<file path="src/include/ptw_consts.svh">
`ifndef PTW_CONSTS_SVH
`define PTW_CONSTS_SVH

`define PTW_ID_W     8    // request id width
`define PTW_XLEN     64   // address, satp and pte width
`define PTW_PPN_W    44   // physical page number
`define PTW_VPN_W    9    // one vpn field
`define PTW_PGOFF_W  12   // 4 KiB page offset
`define PTW_LEVELS   5    // deepest walk is sv57
`define PTW_MODE_W   4    // satp mode field at the top of satp

`define PTW_MODE_SV39 4'd8
`define PTW_MODE_SV48 4'd9
`define PTW_MODE_SV57 4'd10

`define PTE_FLAGS_W  8
`define PTE_RSW_W    2
`define PTE_V        0    // valid
`define PTE_R        1    // readable, marks a leaf
`define PTE_X        3    // executable, marks a leaf

`define AXI_LEN_SINGLE 8'd0      // one beat per read
`define AXI_SIZE_8B    3'b011
`define AXI_BURST_INCR 2'b01
`define AXI_ID_ZERO    `PTW_ID_W'(0)

`endif

</file>
<file path="src/design/ptw_pkg.sv">
`default_nettype none

`include "ptw_consts.svh"

package ptw_pkg;

    // one page table entry, decoded two ways
    typedef union packed {
        struct packed {
            logic [`PTW_XLEN-`PTW_PPN_W-`PTE_RSW_W-`PTE_FLAGS_W-1:0] rsvd;
            logic [`PTW_PPN_W-1:0]                                  ppn;  // next table or page
            logic [`PTE_RSW_W-1:0]                                  rsw;
            logic [`PTE_FLAGS_W-1:0]                                flags;
        } flat;
        struct packed {
            logic [`PTW_XLEN-`PTW_PPN_W-`PTE_RSW_W-`PTE_FLAGS_W-1:0] rsvd;
            logic [`PTW_PPN_W-(`PTW_LEVELS-1)*`PTW_VPN_W-1:0]       ppn_top; // ppn[4], 8 bits
            logic [`PTW_LEVELS-2:0][`PTW_VPN_W-1:0]                 ppn_lvl; // ppn[3] .. ppn[0]
            logic [`PTE_RSW_W-1:0]                                  rsw;
            logic [`PTE_FLAGS_W-1:0]                                flags;
        } lvl;
    } pte_t;

    typedef enum logic [2:0] {
        st_idle,      // waiting for a held request
        st_addr,      // pte address out to the reader
        st_wait_pte,  // read in flight
        st_decode,    // look at the returned entry
        st_done       // result valid, resp_id driven
    } walk_state_t;

endpackage

`default_nettype wire

</file>
<file path="src/design/pte_rd_if.sv">
`timescale 1ns/1ps
`default_nettype none

`include "ptw_consts.svh"

interface pte_rd_if;

    logic                 req;   // one-cycle strobe
    logic [`PTW_XLEN-1:0] addr;  // valid with req
    logic                 done;  // one-cycle strobe
    logic [`PTW_XLEN-1:0] data;  // valid with done

    modport walker (
        output req, addr,
        input  done, data
    );

    modport reader (
        input  req, addr,
        output done, data
    );

endinterface

`default_nettype wire

</file>
<file path="src/design/walk_if.sv">
`timescale 1ns/1ps
`default_nettype none

`include "ptw_consts.svh"

interface walk_if;

    logic [`PTW_ID_W-1:0] id;       // held request, 0 when none
    logic [`PTW_XLEN-1:0] vadd;
    logic [`PTW_XLEN-1:0] satp;
    logic [`PTW_ID_W-1:0] resp_id;  // equals id for one cycle at the end
    logic [7:0]           perm;
    logic [`PTW_XLEN-1:0] padd;

    modport buffer (
        output id, vadd, satp,
        input  resp_id, perm, padd
    );

    modport walker (
        input  id, vadd, satp,
        output resp_id, perm, padd
    );

endinterface

`default_nettype wire

</file>
<file path="src/design/axi_pte_reader.sv">
`timescale 1ns/1ps
`default_nettype none

`include "ptw_consts.svh"

module axi_pte_reader (
    input  logic                 clk,
    input  logic                 rst,
    pte_rd_if.reader             rd,
    output logic [`PTW_XLEN-1:0] m_axi_araddr,
    output logic                 m_axi_arvalid,
    input  logic                 m_axi_arready,
    output logic [7:0]           m_axi_arlen,
    output logic [2:0]           m_axi_arsize,
    output logic [1:0]           m_axi_arburst,
    output logic [`PTW_ID_W-1:0] m_axi_arid,
    input  logic [`PTW_XLEN-1:0] m_axi_rdata,
    input  logic                 m_axi_rlast,
    input  logic                 m_axi_rvalid,
    output logic                 m_axi_rready
);

    localparam logic [1:0] rd_idle = 2'd0;
    localparam logic [1:0] rd_addr = 2'd1;  // arvalid held
    localparam logic [1:0] rd_data = 2'd2;  // rready held
    localparam logic [1:0] rd_done = 2'd3;  // data back to the walker

    logic [1:0]           state_q;
    logic [`PTW_XLEN-1:0] data_q;

    always_ff @(posedge clk) begin
        if (rst) begin
            state_q       <= rd_idle;
            m_axi_arvalid <= 1'b0;
            m_axi_rready  <= 1'b0;
        end else begin
            case (state_q)
                rd_idle:
                    if (rd.req) begin
                        m_axi_arvalid <= 1'b1;
                        state_q       <= rd_addr;
                    end
                rd_addr:
                    if (m_axi_arready) begin
                        m_axi_arvalid <= 1'b0;
                        m_axi_rready  <= 1'b1;
                        state_q       <= rd_data;
                    end
                rd_data:
                    if (m_axi_rvalid && m_axi_rlast) begin
                        m_axi_rready <= 1'b0;
                        state_q      <= rd_done;
                    end
                default:
                    state_q <= rd_idle;  // rd_done lasts one cycle
            endcase
        end
    end

    // address and data registers
    always_ff @(posedge clk) begin
        if (state_q == rd_idle && rd.req) m_axi_araddr <= rd.addr;
        if (state_q == rd_data && m_axi_rvalid && m_axi_rlast) data_q <= m_axi_rdata;
    end

    always_comb begin
        rd.done = (state_q == rd_done);
        rd.data = data_q;
    end

    // fixed single-beat 64-bit reads
    always_comb begin
        m_axi_arlen   = `AXI_LEN_SINGLE;
        m_axi_arsize  = `AXI_SIZE_8B;
        m_axi_arburst = `AXI_BURST_INCR;
        m_axi_arid    = `AXI_ID_ZERO;
    end

endmodule

`default_nettype wire

</file>
<file path="src/design/page_walker.sv">
`timescale 1ns/1ps
`default_nettype none

`include "ptw_consts.svh"

module page_walker
    import ptw_pkg::*;
(
    input  logic      clk,
    input  logic      rst,
    walk_if.walker    walk,
    pte_rd_if.walker  rd
);

    walk_state_t                            state_q;
    logic [2:0]                             level_q;  // 4 .. 0
    logic [`PTW_PPN_W-1:0]                  ppn_q;    // current table, then result page
    logic [7:0]                             perm_q;
    pte_t                                   pte_q;
    pte_t                                   leaf_pte; // pte with superpage fields filled
    logic                                   misaligned;
    logic                                   is_leaf;
    logic [`PTW_LEVELS-1:0][`PTW_VPN_W-1:0] vpn;

    // vpn fields straight from the held request
    always_comb vpn = walk.vadd[`PTW_PGOFF_W +: `PTW_LEVELS*`PTW_VPN_W];

    always_comb is_leaf = pte_q.flat.flags[`PTE_R] | pte_q.flat.flags[`PTE_X];

    // fields below the leaf level must be zero and take the vpn instead
    always_comb begin
        leaf_pte   = pte_q;
        misaligned = 1'b0;
        for (int i = 0; i < `PTW_LEVELS-1; i++) begin
            if (i < int'(level_q)) begin
                if (|pte_q.lvl.ppn_lvl[i]) misaligned = 1'b1;
                leaf_pte.lvl.ppn_lvl[i] = vpn[i];
            end
        end
    end

    always_ff @(posedge clk) begin
        if (rst) begin
            state_q <= st_idle;
        end else begin
            case (state_q)
                st_idle:
                    if (|walk.id) begin
                        ppn_q <= walk.satp[`PTW_PPN_W-1:0];  // root table
                        case (walk.satp[`PTW_XLEN-1 -: `PTW_MODE_W])
                            `PTW_MODE_SV39: begin
                                level_q <= 3'd2;
                                state_q <= st_addr;
                            end
                            `PTW_MODE_SV48: begin
                                level_q <= 3'd3;
                                state_q <= st_addr;
                            end
                            `PTW_MODE_SV57: begin
                                level_q <= 3'd4;
                                state_q <= st_addr;
                            end
                            default: begin  // bare or unknown mode faults
                                perm_q  <= '0;
                                state_q <= st_done;
                            end
                        endcase
                    end
                st_addr:
                    state_q <= st_wait_pte;  // req goes out this cycle
                st_wait_pte:
                    if (rd.done) begin
                        pte_q   <= rd.data;
                        state_q <= st_decode;
                    end
                st_decode:
                    if (!pte_q.flat.flags[`PTE_V]) begin
                        perm_q  <= '0;
                        state_q <= st_done;
                    end else if (is_leaf) begin
                        perm_q  <= misaligned ? 8'd0 : pte_q.flat.flags;
                        ppn_q   <= leaf_pte.flat.ppn;
                        state_q <= st_done;
                    end else if (level_q == 3'd0) begin  // pointer at the last level
                        perm_q  <= '0;
                        state_q <= st_done;
                    end else begin
                        ppn_q   <= pte_q.flat.ppn;
                        level_q <= level_q - 3'd1;
                        state_q <= st_addr;
                    end
                st_done:
                    state_q <= st_idle;
                default:
                    state_q <= st_idle;
            endcase
        end
    end

    // pte address: table base plus 8 * vpn of this level
    always_comb begin
        rd.req  = (state_q == st_addr);
        rd.addr = {{(`PTW_XLEN-`PTW_PPN_W-`PTW_VPN_W-3){1'b0}}, ppn_q, vpn[level_q], 3'b000};
    end

    always_comb begin
        walk.resp_id = (state_q == st_done) ? walk.id : '0;
        walk.perm    = perm_q;
        walk.padd    = {{(`PTW_XLEN-`PTW_PPN_W-`PTW_PGOFF_W){1'b0}}, ppn_q,
                        {`PTW_PGOFF_W{1'b0}}};
    end

endmodule

`default_nettype wire

</file>
<file path="src/design/ptw_top.sv">
`timescale 1ns/1ps
`default_nettype none

`include "ptw_consts.svh"

module ptw_top (
    input  logic                 clk,
    input  logic                 rst,
    // requester side
    input  logic [`PTW_ID_W-1:0] rqst,
    input  logic [`PTW_XLEN-1:0] vadd,
    input  logic [`PTW_XLEN-1:0] satp,
    output logic [`PTW_ID_W-1:0] resp,
    output logic [7:0]           perm,
    output logic [`PTW_XLEN-1:0] padd,
    // axi read address channel
    output logic [`PTW_ID_W-1:0] m_axi_arid,
    output logic [`PTW_XLEN-1:0] m_axi_araddr,
    output logic [7:0]           m_axi_arlen,
    output logic [2:0]           m_axi_arsize,
    output logic [1:0]           m_axi_arburst,
    output logic                 m_axi_arvalid,
    input  logic                 m_axi_arready,
    // axi read data channel
    input  logic [`PTW_XLEN-1:0] m_axi_rdata,
    input  logic                 m_axi_rlast,
    input  logic                 m_axi_rvalid,
    output logic                 m_axi_rready
);

    walk_if   walk_bus ();
    pte_rd_if rd_bus ();

    walk_req_buffer walk_req_buffer_i (
        .clk  (clk),
        .rst  (rst),
        .rqst (rqst),
        .vadd (vadd),
        .satp (satp),
        .resp (resp),
        .perm (perm),
        .padd (padd),
        .walk (walk_bus.buffer)
    );

    page_walker page_walker_i (
        .clk  (clk),
        .rst  (rst),
        .walk (walk_bus.walker),
        .rd   (rd_bus.walker)
    );

    axi_pte_reader axi_pte_reader_i (
        .clk           (clk),
        .rst           (rst),
        .rd            (rd_bus.reader),
        .m_axi_araddr  (m_axi_araddr),
        .m_axi_arvalid (m_axi_arvalid),
        .m_axi_arready (m_axi_arready),
        .m_axi_arlen   (m_axi_arlen),
        .m_axi_arsize  (m_axi_arsize),
        .m_axi_arburst (m_axi_arburst),
        .m_axi_arid    (m_axi_arid),
        .m_axi_rdata   (m_axi_rdata),
        .m_axi_rlast   (m_axi_rlast),
        .m_axi_rvalid  (m_axi_rvalid),
        .m_axi_rready  (m_axi_rready)
    );

endmodule

`default_nettype wire

</file>
<file path="src/design/walk_req_buffer.sv">
`timescale 1ns/1ps
`default_nettype none

`include "ptw_consts.svh"

module walk_req_buffer (
    input  logic                 clk,
    input  logic                 rst,
    input  logic [`PTW_ID_W-1:0] rqst,
    input  logic [`PTW_XLEN-1:0] vadd,
    input  logic [`PTW_XLEN-1:0] satp,
    output logic [`PTW_ID_W-1:0] resp,
    output logic [7:0]           perm,
    output logic [`PTW_XLEN-1:0] padd,
    walk_if.buffer               walk
);

    logic                 ready;
    logic [`PTW_ID_W-1:0] id_q;
    logic [`PTW_XLEN-1:0] vadd_q;
    logic [`PTW_XLEN-1:0] satp_q;

    // free, or the walker is answering the held id right now
    always_comb ready = ~|id_q | (id_q == walk.resp_id);

    always_ff @(posedge clk) begin
        if (rst) begin
            id_q <= '0;
        end else if (ready) begin
            id_q <= rqst;  // 0 here just means nothing pending
        end
    end

    always_ff @(posedge clk) begin
        if (ready) begin
            vadd_q <= vadd;
            satp_q <= satp;
        end
    end

    always_comb begin
        walk.id   = id_q;
        walk.vadd = vadd_q;
        walk.satp = satp_q;
    end

    // result goes back to the requester in the same cycle
    always_comb begin
        resp = walk.resp_id;
        perm = walk.perm;
        padd = walk.padd;
    end

endmodule

`default_nettype wire

</file>
<file path="config.mk">
export PLATFORM = sky130hd
export DESIGN_NAME = ptw_top
export DESIGN_NICKNAME = d
export VERILOG_FILES = /design/src/design/ptw_pkg.sv /design/src/design/pte_rd_if.sv /design/src/design/walk_if.sv /design/src/design/axi_pte_reader.sv /design/src/design/page_walker.sv /design/src/design/ptw_top.sv /design/src/design/walk_req_buffer.sv
export VERILOG_INCLUDE_DIRS = /design/src /design/src/include
export SDC_FILE = /design/constraint.sdc
export NUM_CORES = 1
export LEC_CHECK = 0
export ABC_AREA = 1
export BUFFER_PORTS_ARGS = -buffer_cell sky130_fd_sc_hd__buf_4
export CAP_MARGIN = 25
export CORE_MARGIN = 8
export CORE_UTILIZATION = 49
export CTS_CLUSTER_DIAMETER = 100
export DETAILED_ROUTE_END_ITERATION = 6
export MAX_ROUTING_LAYER = met4
export PLACE_DENSITY = 0.77
export SLEW_MARGIN = 10
export SYNTH_ARGS = -nofsm -noshare
export SYNTH_HDL_FRONTEND = slang
export SYNTH_HIERARCHICAL = 1
export SYNTH_SLANG_ARGS = --single-unit
</file>
<file path="constraint.sdc">
create_clock -name clk -period 5.2 [get_ports clk]
set_clock_uncertainty 0.05 [all_clocks]
set_input_delay 0.52 -clock clk [delete_from_list [all_inputs] [get_ports clk]]
set_output_delay 0.52 -clock clk [all_outputs]
set_load 0.01 [all_outputs]
</file>
==> summary.md, run 1 <==
| Metric | Value |
|---|---|
| Crit. End Element | flop |
| R2R Path End | page_walker_i/ppn_q[8] |
| Hold_buf cts | 0 |
| Setup TNS | 0 ns |
| Post-CTS setup buffer count | 0 |
| Hold Path Depth | 1 |
| Worst vdd ir | 324 uV |
| Leak pwr | 6.50 nW |
| Initial core utilization | 49.6% |
| I/O pin total | 372 |
| CTS max path bufs | 3 |
| Worst R2R Path Depth | 8 |
| Final Hold Violating Endpoints | 0 |
| Die height | 183 microns |
| Final worst slack | 1.96 ns |
| R2r setup slk | 1.96 ns |
| Largest net degree at the start of global routing | 73 |
| Logic gate share of total power | 22.4% |
| CTS Sinks | 331 |
| Crit path time final | 3.24 ns |
| Port Buf Inserts | 283 |
| Worst slew pin tran | 0.955 ns |
| CTS root buffer | clkbuf_16 |
| Internal power | 0.00618 W |
| Die width | 183 microns |
| Headroom to the max-slew limit | 36.3% |
| Kind of cell adding the most delay to the critical path | buffers and inverters |
| H-tree depth | 2 |
| Vias in the first global route | 7957 |
| HP Class | primary input to flop |
| Total routing usage reported by global routing | 18.6% |
| Die ar. | 0.0337 sq mm |
| DRT iter0 DRCs | 523 |
| Most common cell on crit path | inv_1 |
| Critical R2R Launch | page_walker_i/level_q[0] |
| TritonCTS Buffers | 34 |
| DRT Pass-1 Iters | 5 |
| Clock share of power | 27.6% |
| Setup repair after global routing missed its margin | no |
| Final Wtd Congestion | 0.842 |
| Layout cell share with drive strength beyond 1 | 31.4% |
| Sequential share of power | 50.0% |
| PwrDens | 541 mW/mm^2 |
| Non-Filler Instances | 1618 |
| Synthesis Warnings | 6 |
| HPWL after DPL | 23.0 mm |
| Area added between synthesis and finish | 18.3% |
| Setup Viol. Count Final | 0 |
| Slowest CP cell | edfxtp_1 |
| Post-place setup slack | 1.99 ns |
| CTS tree | yes |
| First-pass GRT wire length | 45.8 mm |
| Synthesized area per cell | 13.3 sq um |
| CP max stage delay | 0.68 ns |
| Core footprint | 0.0277 sq mm |
| Post-synthesis cell area | 0.0137 sq mm |
| Grt ovf | 0 |
| CP max FO | 25 |
| Cell count after synthesis | 1035 |
| Initial antenna violation count | 4 |
| Critical-path cell list | inv_1 -> ha_1 -> inv_1 -> nor2_1 -> nand2_1 -> a21oi_1 -> nor2_4 -> buf_4 |
| Clock Pin Slew Worst Setup and Hold Paths | 0.06 ns |
| WL final | 31.4 mm |
| DRC | 0 |
| CP arrival | 3.35 ns |
| Slew Viols, Final | 0 |
| Vias per inst | 4.85 |
| Hold_sp | satp[35] |
| Critical path class | flop to flop |
| Row count | 61 |
| Final worst-path cycle share | 62.2% |
| Hold Crit Endpoint | walk_req_buffer_i/walk.satp[35] |
| Critical Path RT | 5.31 ns |
| Final core utilization | 58.7% |
| Placed cell count | 1553 |
| Final nets | 1425 |
| Total net switching power | 0.00262 W |
| WL per Instance | 19.4 microns |
| Vias | 7852 |
| Fmax | 309 MHz |
| Startpoint types | flop |
| ANT nets after route | 0 |
| Outcome | complete, no violations |
| Bufs and invs on worst path | 3 |
| Switch share | 29.8% |
| # resized after CTS | 0 |
| MaxCap Viol Count | 0 |
| Worst-skew pair later-pin latency | 0.51 ns |
## per-stage QoR
step / total power (W) / hold WS (ns) / instance area, sq um
after floorplan: 0.00599 / 0.350 / 13900
after global placement: 0.00636 / 0.351 / 15100
after detailed placement: 0.00644 / 0.355 / 15100
after CTS: 0.00890 / 0.110 / 16200
after global routing: 0.00925 / 0.109 / 16300
final: 0.00880 / 0.133 / 16300
## area by class of cell
type / instances / area, sq um
multi-input combinational: 477 / 2400
sequential: 331 / 9790
timing repair buffer: 290 / 2180
antenna: 4 / 10.0
tap: 378 / 473
fill: 2192 / 11400
clock inverter: 18 / 235
clock buffer: 43 / 885
inverter: 77 / 289
## power groups by stage
stage	clock, W	sequential (W)	combinational (W)
4_1_cts	0.00249	0.00440	0.00201
2_1_floorplan	0	0.00437	0.00162
3_5_place_dp	0	0.00444	0.00200
6_report	0.00243	0.00440	0.00198
3_3_place_gp	0	0.00442	0.00193
5_1_grt	0.00259	0.00447	0.00218
## routing by layer
| metal | track usage [%] | part of all wire [%] | vias up |
|---|---|---|---|
| met2 | 30.4 | 49 | 382 |
| met5 | - | 0 | - |
| met1 | 21.6 | 38 | 3703 |
| met4 | 7.12 | 3.2 | 0 |
| met3 | 5.32 | 9.4 | 60 |
| li1 | - | - | 3707 |
## placed cells by master, fill, tap and decap left out, types with 3 or more instances in the layout
cell and n:
edfxtp_1 316, buf_4 290, nand2_1 153, a21oi_1 80, inv_1 66, nor2_1 60, conb_1 52, nand3_1 35
clkbuf_16 34, o21ai_0 23, dfxtp_1 15, inv_2 11, nor3_2 10, ha_1 9, clkbuf_1 9, nand2_4 6
a32oi_1 6, bufinv_16 5, diode_2 4, nor2_4 4, nand2_2 4, nand4_1 4, clkinv_2 4, clkinv_1 4
nor3_1 4, nand3_2 3, nor2_2 3, xnor2_1 3
## worst max path at each step
stage | depth (start not counted) | startpoint | end | slack (ns)
2_1_floorplan | 2 | page_walker_i/state_q[1] | page_walker_i/pte_q[0] | 0.24
3_3_place_gp | 8 | page_walker_i/level_q[0] | page_walker_i/ppn_q[0] | 2.06
3_5_place_dp | 8 | page_walker_i/level_q[0] | page_walker_i/ppn_q[0] | 1.99
4_1_cts | 8 | page_walker_i/level_q[0] | page_walker_i/ppn_q[31] | 1.99
5_1_grt | 8 | page_walker_i/level_q[0] | page_walker_i/ppn_q[8] | 1.77
6_report | 8 | page_walker_i/level_q[0] | page_walker_i/ppn_q[8] | 1.96
## flip-flops by register name, indices dropped and copies added (netlist names)
name                            cells
page_walker_i/level_q               3
axi_pte_reader_i/m_axi_rready       1
walk_req_buffer_i/walk.vadd        45
page_walker_i/pte_q                52
walk_req_buffer_i/walk.id           8
page_walker_i/walk.perm             8
page_walker_i/state_q               3
axi_pte_reader_i/state_q            2
walk_req_buffer_i/walk.satp        48
page_walker_i/ppn_q                44
axi_pte_reader_i/rd.data           52
axi_pte_reader_i/m_axi_arvalid      1
axi_pte_reader_i/m_axi_araddr      64
(Power assumes the default switching activity.)
==> run 2: changes to the inputs <==
--- a/config.mk
+++ b/config.mk
@@ -10,11 +10,11 @@
 export BUFFER_PORTS_ARGS = -buffer_cell sky130_fd_sc_hd__buf_4
 export CAP_MARGIN = 25
 export CORE_MARGIN = 8
-export CORE_UTILIZATION = 49
+export CORE_UTILIZATION = 54
 export CTS_CLUSTER_DIAMETER = 100
 export DETAILED_ROUTE_END_ITERATION = 6
 export MAX_ROUTING_LAYER = met4
-export PLACE_DENSITY = 0.77
+export PLACE_DENSITY = 0.81
 export SLEW_MARGIN = 10
 export SYNTH_ARGS = -nofsm -noshare
 export SYNTH_HDL_FRONTEND = slang
==> constraint.sdc (replaced) <==
create_clock -name clk -period 3.08 [get_ports clk]
set_clock_uncertainty 0.05 [all_clocks]
set_input_delay 0.308 -clock clk [delete_from_list [all_inputs] [get_ports clk]]
set_output_delay 0.308 -clock clk [all_outputs]
set_load 0.01 [all_outputs]
==> run 2 against run 1 <==
Against the previous run:
- sequential power is 69% higher
- global-route usage grew 4.8 points
- fmax is 29% higher
- first-iteration DRC count grew 73%
- register-to-register slack lost 1.4 ns
- power is 74% higher
- die area down 8.5%
- clock-buffer cell count decreased by 1
- non-clock buffer count rose by 159
- cell count increased by 6.9%
- sequential share of layout area fell by 5.3 points
- critical path type unchanged
==> summary.md, run 2 (synthesis results as in run 1) <==
| Metric | Value |
|---|---|
| Outcome | complete, no violations |
| Die width | 176 microns (-4.3%) |
| Hold Path Depth | 4 (+3) |
| Startpoint types | flop |
| Hold_sp | m_axi_arready |
| # resized after CTS | 0 (unchanged) |
| WL per Instance | 20.8 microns (+7.4%) |
| Worst-skew pair later-pin latency | 0.52 ns (about the same) |
| Die ar. | 0.0308 sq mm (-8.5%) |
| First-pass GRT wire length | 53.2 mm (+16%) |
| Final Wtd Congestion | 0.842 (unchanged) |
| Die height | 176 microns (-4.3%) |
| Total net switching power | 0.00474 W (+81%) |
| WL final | 36.1 mm (+15%) |
| Crit path time final | 2.51 ns (-0.728 ns) |
| Logic gate share of total power | 24.3% (+1.9 points) |
| Clock Pin Slew Worst Setup and Hold Paths | 0.07 ns (about the same) |
| Crit. Startpoint | page_walker_i/state_q[0] |
| Max FFs per register | 64 (unchanged) |
| Post-CTS setup buffer count | 0 (unchanged) |
| Hold_buf cts | 154 (+154) |
| CP max FO | 26 (+4.0%) |
| Initial antenna violation count | 2 (-2) |
| DRT iter0 DRCs | 907 (+73%) |
| R2r setup slk | 0.57 ns (-1.39 ns) |
| Leak pwr | 7.20 nW (+11%) |
| Critical Path RT | 3.21 ns (-2.10 ns) |
| Register with the most flip-flops | axi_pte_reader_i/m_axi_araddr |
| PwrDens | 858 mW/mm^2 (+58%) |
| H-tree depth | 2 (unchanged) |
| Initial core utilization | 54.7% (+5.1 points) |
| Final worst-path cycle share | 81.4% (+19 points) |
| Port Buf Inserts | 283 (unchanged) |
| DRC | 0 (unchanged) |
| Critical R2R Launch | page_walker_i/state_q[0] |
| Vias | 8828 (+12%) |
| DRT Pass-1 Iters | 5 (unchanged) |
| I/O pin total | 372 (unchanged) |
| MaxCap Viol Count | 0 (unchanged) |
| CP arrival | 2.63 ns (-0.72 ns) |
| CTS root buffer | clkbuf_16 |
| Clock share of power | 27.2% (-0.4 points) |
| Final core utilization | 71.1% (+12 points) |
| HP Class | primary input to flop |
| Vias in the first global route | 9090 (+14%) |
| Area added between synthesis and finish | 29.8% |
| Setup Viol. Count Final | 0 (unchanged) |
| Commonest cells after routing, fill and taps aside | edfxtp_1 (316), buf_4 (291), dlygate4sd3_1 (154), nand2_1 (153), a21oi_1 (80) |
| Setup repair after global routing missed its margin | no |
| Grt ovf | 0 (unchanged) |
| Critical path class | flop to flop |
| Slew Viols, Final | 0 (unchanged) |
| Commonest non-fill, non-tap cell in the layout | edfxtp_1 |
| Switch share | 30.9% (+1.2 points) |
| Largest net degree at the start of global routing | 65 (-11%) |
| Setup TNS | 0 ns (unchanged) |
| Worst vdd ir | 559 uV (+73%) |
| Worst R2R Path Depth | 10 (+2) |
| Finished Cell Area | 0.0178 sq mm (+9.8%) |
| R2R Path End | walk_req_buffer_i/walk.vadd[14] |
| Hold Crit Endpoint | axi_pte_reader_i/m_axi_arvalid |
| Internal power | 0.0106 W (+71%) |
| Fmax | 399 MHz (+29%) |
| Headroom to the max-slew limit | 52.5% (+16 points) |
| Hold slack | 0.0528 ns (-0.0802 ns) |
| Sequential share of power | 48.5% (-1.5 points) |
| Worst slew pin tran | 0.710 ns (-0.245 ns) |
| ANT nets after route | 0 (unchanged) |
| HPWL after DPL | 22.9 mm (-0.51%) |
| Core footprint | 0.0251 sq mm (-9.4%) |
| CTS max path bufs | 3 (unchanged) |
| Final nets | 1585 (+11%) |
| CTS tree | yes |
| Total routing usage reported by global routing | 23.4% (+4.8 points) |
| Fillcell total | 1594 (-27%) |
| Cell Area, Placed | 0.0152 sq mm (+0.22%) |
| Layout cell share with drive strength beyond 1 | 28.3% (-3.0 points) |
| Final Hold Violating Endpoints | 0 (unchanged) |
| CTS Sinks | 331 (unchanged) |
| Crit. End Element | flop |
| Tot Pwr | 0.0153 W (+74%) |
| Vias per inst | 5.10 (+5.2%) |
| TritonCTS Buffers | 35 (+2.9%) |
| Row count | 58 (-4.9%) |
==> run 2: cell types whose count changed in the layout (fill, tap and decap cells not counted), moves of 2 or more <==
| cell | previous run | this run |
|---|---|---|
| buf_12 | 0 | 4 |
| bufinv_16 | 5 | 3 |
| clkinv_1 | 4 | 6 |
| clkinv_2 | 4 | 6 |
| dlygate4sd3_1 | 0 | 154 |
| clkbuf_1 | 9 | 6 |
| clkbuf_16 | 34 | 36 |
==> run 2: critical path: stages, from the launching register on <==
cell and delay, ns:
dfxtp_1 0.35, inv_1 0.10, nand3_1 0.26, nor2_1 0.26, nand2_1 0.08, nand2_1 0.06
nand2_1 0.07, nor2_2 0.15, nand2_4 0.16, nand2_4 0.22, buf_4 0.38
==> run 2: per-layer routing <==
layer / GRT usage [%] / vias up / part of all wire, %
met5: - / - / 0
met4: 10.3 / 0 / 4.3
met3: 5.60 / 106 / 9.3
met2: 39.3 / 544 / 50
met1: 26.5 / 4153 / 36
li1: - / 4025 / -
==> run 2: through the flow <==
| stage | setup slack (ns) | cells |
|---|---|---|
| after floorplan | 0.201 | 1084 |
| after global placement | 0.599 | 1510 |
| after detailed placement | 0.600 | 1510 |
| after CTS | 0.587 | 1727 |
| after global routing | 0.366 | 1729 |
| final | 0.572 | 1730 |
==> run 2: power by group through the flow <==
stage | Combinational [W] | Sequential, W | Clock, W
floorplan | 0.00275 | 0.00731 | 0
global placement | 0.00338 | 0.00740 | 0
detailed placement | 0.00348 | 0.00745 | 0
CTS | 0.00366 | 0.00738 | 0.00419
global route | 0.00401 | 0.00752 | 0.00442
finish | 0.00371 | 0.00742 | 0.00417
==> run 2: worst max-delay path by stage <==
stage / end / depth (start not counted)
CTS: walk_req_buffer_i/walk.satp[10] / 10
global route: walk_req_buffer_i/walk.satp[10] / 10
finish: walk_req_buffer_i/walk.vadd[14] / 10
floorplan: walk_req_buffer_i/walk.satp[0] / 9
detailed placement: walk_req_buffer_i/walk.satp[10] / 10
global placement: walk_req_buffer_i/walk.satp[14] / 10
==> run 2: area by class of cell <==
class	count	area (sq um)	area share, %
Antenna cell	3	7.51	0.0421
Clock buffer	42	923	5.17
Clock inverter	21	209	1.17
Inverter	77	289	1.62
Multi-Input combinational cell	477	2410	13.5
Sequential cell	331	9790	54.9
Tap cell	330	413	2.31
Timing Repair Buffer	449	3810	21.3
==> run 3: changes to the inputs <==
==> constraint.sdc (replaced) <==
create_clock -name clk -period 2.6 [get_ports clk]
set_clock_uncertainty 0.05 [all_clocks]
set_input_delay 0.26 -clock clk [delete_from_list [all_inputs] [get_ports clk]]
set_output_delay 0.26 -clock clk [all_outputs]
set_load 0.01 [all_outputs]
==> run 3 against run 2 <==
Against the previous run:
- via count fell by 0.26%
- sequential share of layout area about the same
- fmax is 4.8% higher
- first-iteration DRC count increased by 0.33%
- flip-flop and latch count did not move
- cell count hardly changed
- sequential power grew 18%
- non-clock buffer count up 4
- highest routed layer unchanged
==> summary.md, run 3 (synthesis results as in run 1) <==
| Metric | Value |
|---|---|
| Vias | 8805 (-0.26%) |
| Met2 usage in global routing | 38.9% (-0.40 points) |
| ANT nets after route | 0 (unchanged) |
| CTS Sinks | 331 (unchanged) |
| Setup TNS | 0 ns (unchanged) |
| Layout cell share with drive strength beyond 1 | 28.0% (-0.36 points) |
| Worst slew pin tran | 0.604 ns (-0.106 ns) |
| CP arrival | 2.55 ns (-0.08 ns) |
| Die width | 176 microns (unchanged) |
| Total routing usage reported by global routing | 22.9% (-0.50 points) |
| Kind of cell adding the most delay to the critical path | simple AND/OR/NAND/NOR gates |
| GR Util met1 | 25.6% (-0.87 points) |
| Commonest cells after routing, fill and taps aside | edfxtp_1 (316), buf_4 (289), dlygate4sd3_1 (155), nand2_1 (153), a21oi_1 (80) |
| WL per Instance | 20.7 microns (-0.66%) |
| CTS root buffer | clkbuf_16 |
| Setup repair after global routing missed its margin | no |
| Largest net degree at the start of global routing | 72 (+11%) |
| Die ar. | 0.0308 sq mm (unchanged) |
| Leak pwr | 7.19 nW (-0.18%) |
| Critical-path cell list | inv_1 -> nand3_1 -> nor2_1 -> nand2_1 -> nand2_1 -> nand2_1 -> nor2_2 -> nand2_4 -> nand2_8 -> buf_12 |
| CP max FO | 19 (-27%) |
| Final Wtd Congestion | 0.843 (+0.13%) |
| Final nets | 1588 (+0.19%) |
| Finished Cell Area | 0.0178 sq mm (about the same) |
| Row count | 58 (unchanged) |
| Initial antenna violation count | 4 (+2) |
| TritonCTS Buffers | 34 (-2.9%) |
| Post-CTS setup buffer count | 0 (unchanged) |
| Grt ovf | 0 (unchanged) |
| I/O pin total | 372 (unchanged) |
| GR Util met3 | 5.05% (-0.56 points) |
| H-tree depth | 2 (unchanged) |
| Hold slack | 0.0134 ns (-0.0394 ns) |
| Slowest CP cell | dfxtp_1 |
| Commonest non-fill, non-tap cell in the layout | edfxtp_1 |
| PwrDens | 1010 mW/mm^2 (+18%) |
| Die height | 176 microns (unchanged) |
| Worst path depth | 10 (unchanged) |
| Critical path class | flop to flop |
| Max FFs per register | 64 (unchanged) |
| Startpoint types | flop |
| CP max stage delay | 0.34 ns (-0.04 ns) |
| Slew Viols, Final | 0 (unchanged) |
| DRC | 0 (unchanged) |
| Worst vdd ir | 617 uV (+10%) |
| HPWL after DPL | 23.1 mm (+1.1%) |
| R2r setup slk | 0.21 ns (-0.36 ns) |
| Worst R2R Path Depth | 10 (unchanged) |
| Core footprint | 0.0251 sq mm (unchanged) |
| Bufs and invs on worst path | 2 (unchanged) |
| Hold Path Depth | 4 (unchanged) |
| Final worst-path cycle share | 92.0% (+11 points) |
| MaxCap Viol Count | 0 (unchanged) |
| Final core utilization | 71.0% (about the same) |
| WL final | 35.8 mm (-0.60%) |
| Area of the multi-input gates | 0.00241 sq mm (about the same) |
| Headroom to the max-slew limit | 59.3% (+6.8 points) |
| CTS tree | yes |
| DRT Pass-1 Iters | 5 (unchanged) |
| HP Class | primary input to flop |
| CTS max path bufs | 3 (unchanged) |
| Most common cell on crit path | nand2_1 |
| Port Buf Inserts | 283 (unchanged) |
| Most Crowded Layer GR | met2 |
| Crit path time final | 2.39 ns (-0.116 ns) |
| Vias in the first global route | 9067 (-0.25%) |
| Final worst slack | 0.208 ns (-0.364 ns) |
| Fillcell total | 1598 (+0.25%) |
| Setup Viol. Count Final | 0 (unchanged) |
| Cell Area, Placed | 0.0152 sq mm (+0.51%) |
| FF/Latch Area | 0.00979 sq mm (unchanged) |
| Crit. End Element | flop |
| Fmax | 418 MHz (+4.8%) |
| Initial core utilization | 54.7% (unchanged) |
| DRT iter0 DRCs | 910 (+0.33%) |
| Critical Path RT | 2.76 ns (-0.45 ns) |
| Register with the most flip-flops | axi_pte_reader_i/m_axi_araddr |
| Worst-skew pair later-pin latency | 0.50 ns (-0.02 ns) |
| Area added between synthesis and finish | 29.8% (about the same) |
| First-pass GRT wire length | 51.8 mm (-2.6%) |
| Vias per inst | 5.09 (-0.32%) |
| Post-place setup slack | 0.207 ns (-0.393 ns) |
| Clock Pin Slew Worst Setup and Hold Paths | 0.06 ns (about the same) |
| Final Hold Violating Endpoints | 0 (unchanged) |
| Outcome | complete, no violations |
-- run 3: cell types whose count changed in the layout (fill, tap and decap cells not counted), sizes merged --
cell	change
bufinv	-1
clkinv	-3
diode	+1
buf	+3
dlygate4sd3	+1
-- run 3: area by class of cell --
cell class	count	share of cell area (%)
multi-input cells	477	13.5
flip-flops and latches	331	54.9
repair buffers	453	21.9
clock buffers	42	4.94
well taps	330	2.31
clock inverters	17	0.821
diodes	4	0.0561
inverters	77	1.62
-- run 3: stage by stage --
step,total power (W),cells
floorplan,0.0119,1084
global placement,0.0130,1513
detailed placement,0.0132,1513
CTS,0.0180,1727
global route,0.0188,1731
finish,0.0180,1731
-- run 3: metal layers --
| metal | share of wire (%) | wire length (microns) |
|---|---|---|
| met1 | 36 | 12700 |
| met2 | 51 | 18200 |
| met3 | 9.3 | 3350 |
| met4 | 4.3 | 1540 |
| met5 | 0 | 0 |
-- run 3: power by group --
part,internal [W],total [W],switching (W)
Sequential,0.00801,0.00878,0.000770
Clock,0.00262,0.00456,0.00194
Combinational,0.00186,0.00470,0.00284
-- run 3: repair_timing --
action	4_1_cts	5_1_grt
setup endpoints to repair	0	79
hold endpoints to repair	156	0
gates resized for setup	0	1
hold buffers	155	0
-- run 3: worst min-delay path, delay by kind of cell --
kind | cells | cell delay [ns]
AOI/OAI and AO/OA | 1 | 0.05
and+or+nand+nor | 2 | 0.12
buffers and inverters | 1 | 0.08
-- run 3: final timing paths --
kind / start / end
worst max-delay path: page_walker_i/state_q[0] / walk_req_buffer_i/walk.satp[2]
worst min-delay path: m_axi_rlast / axi_pte_reader_i/m_axi_rready
worst max register to register: page_walker_i/state_q[0] / walk_req_buffer_i/walk.satp[2]
worst min register to register: axi_pte_reader_i/rd.data[29] / page_walker_i/pte_q[29]
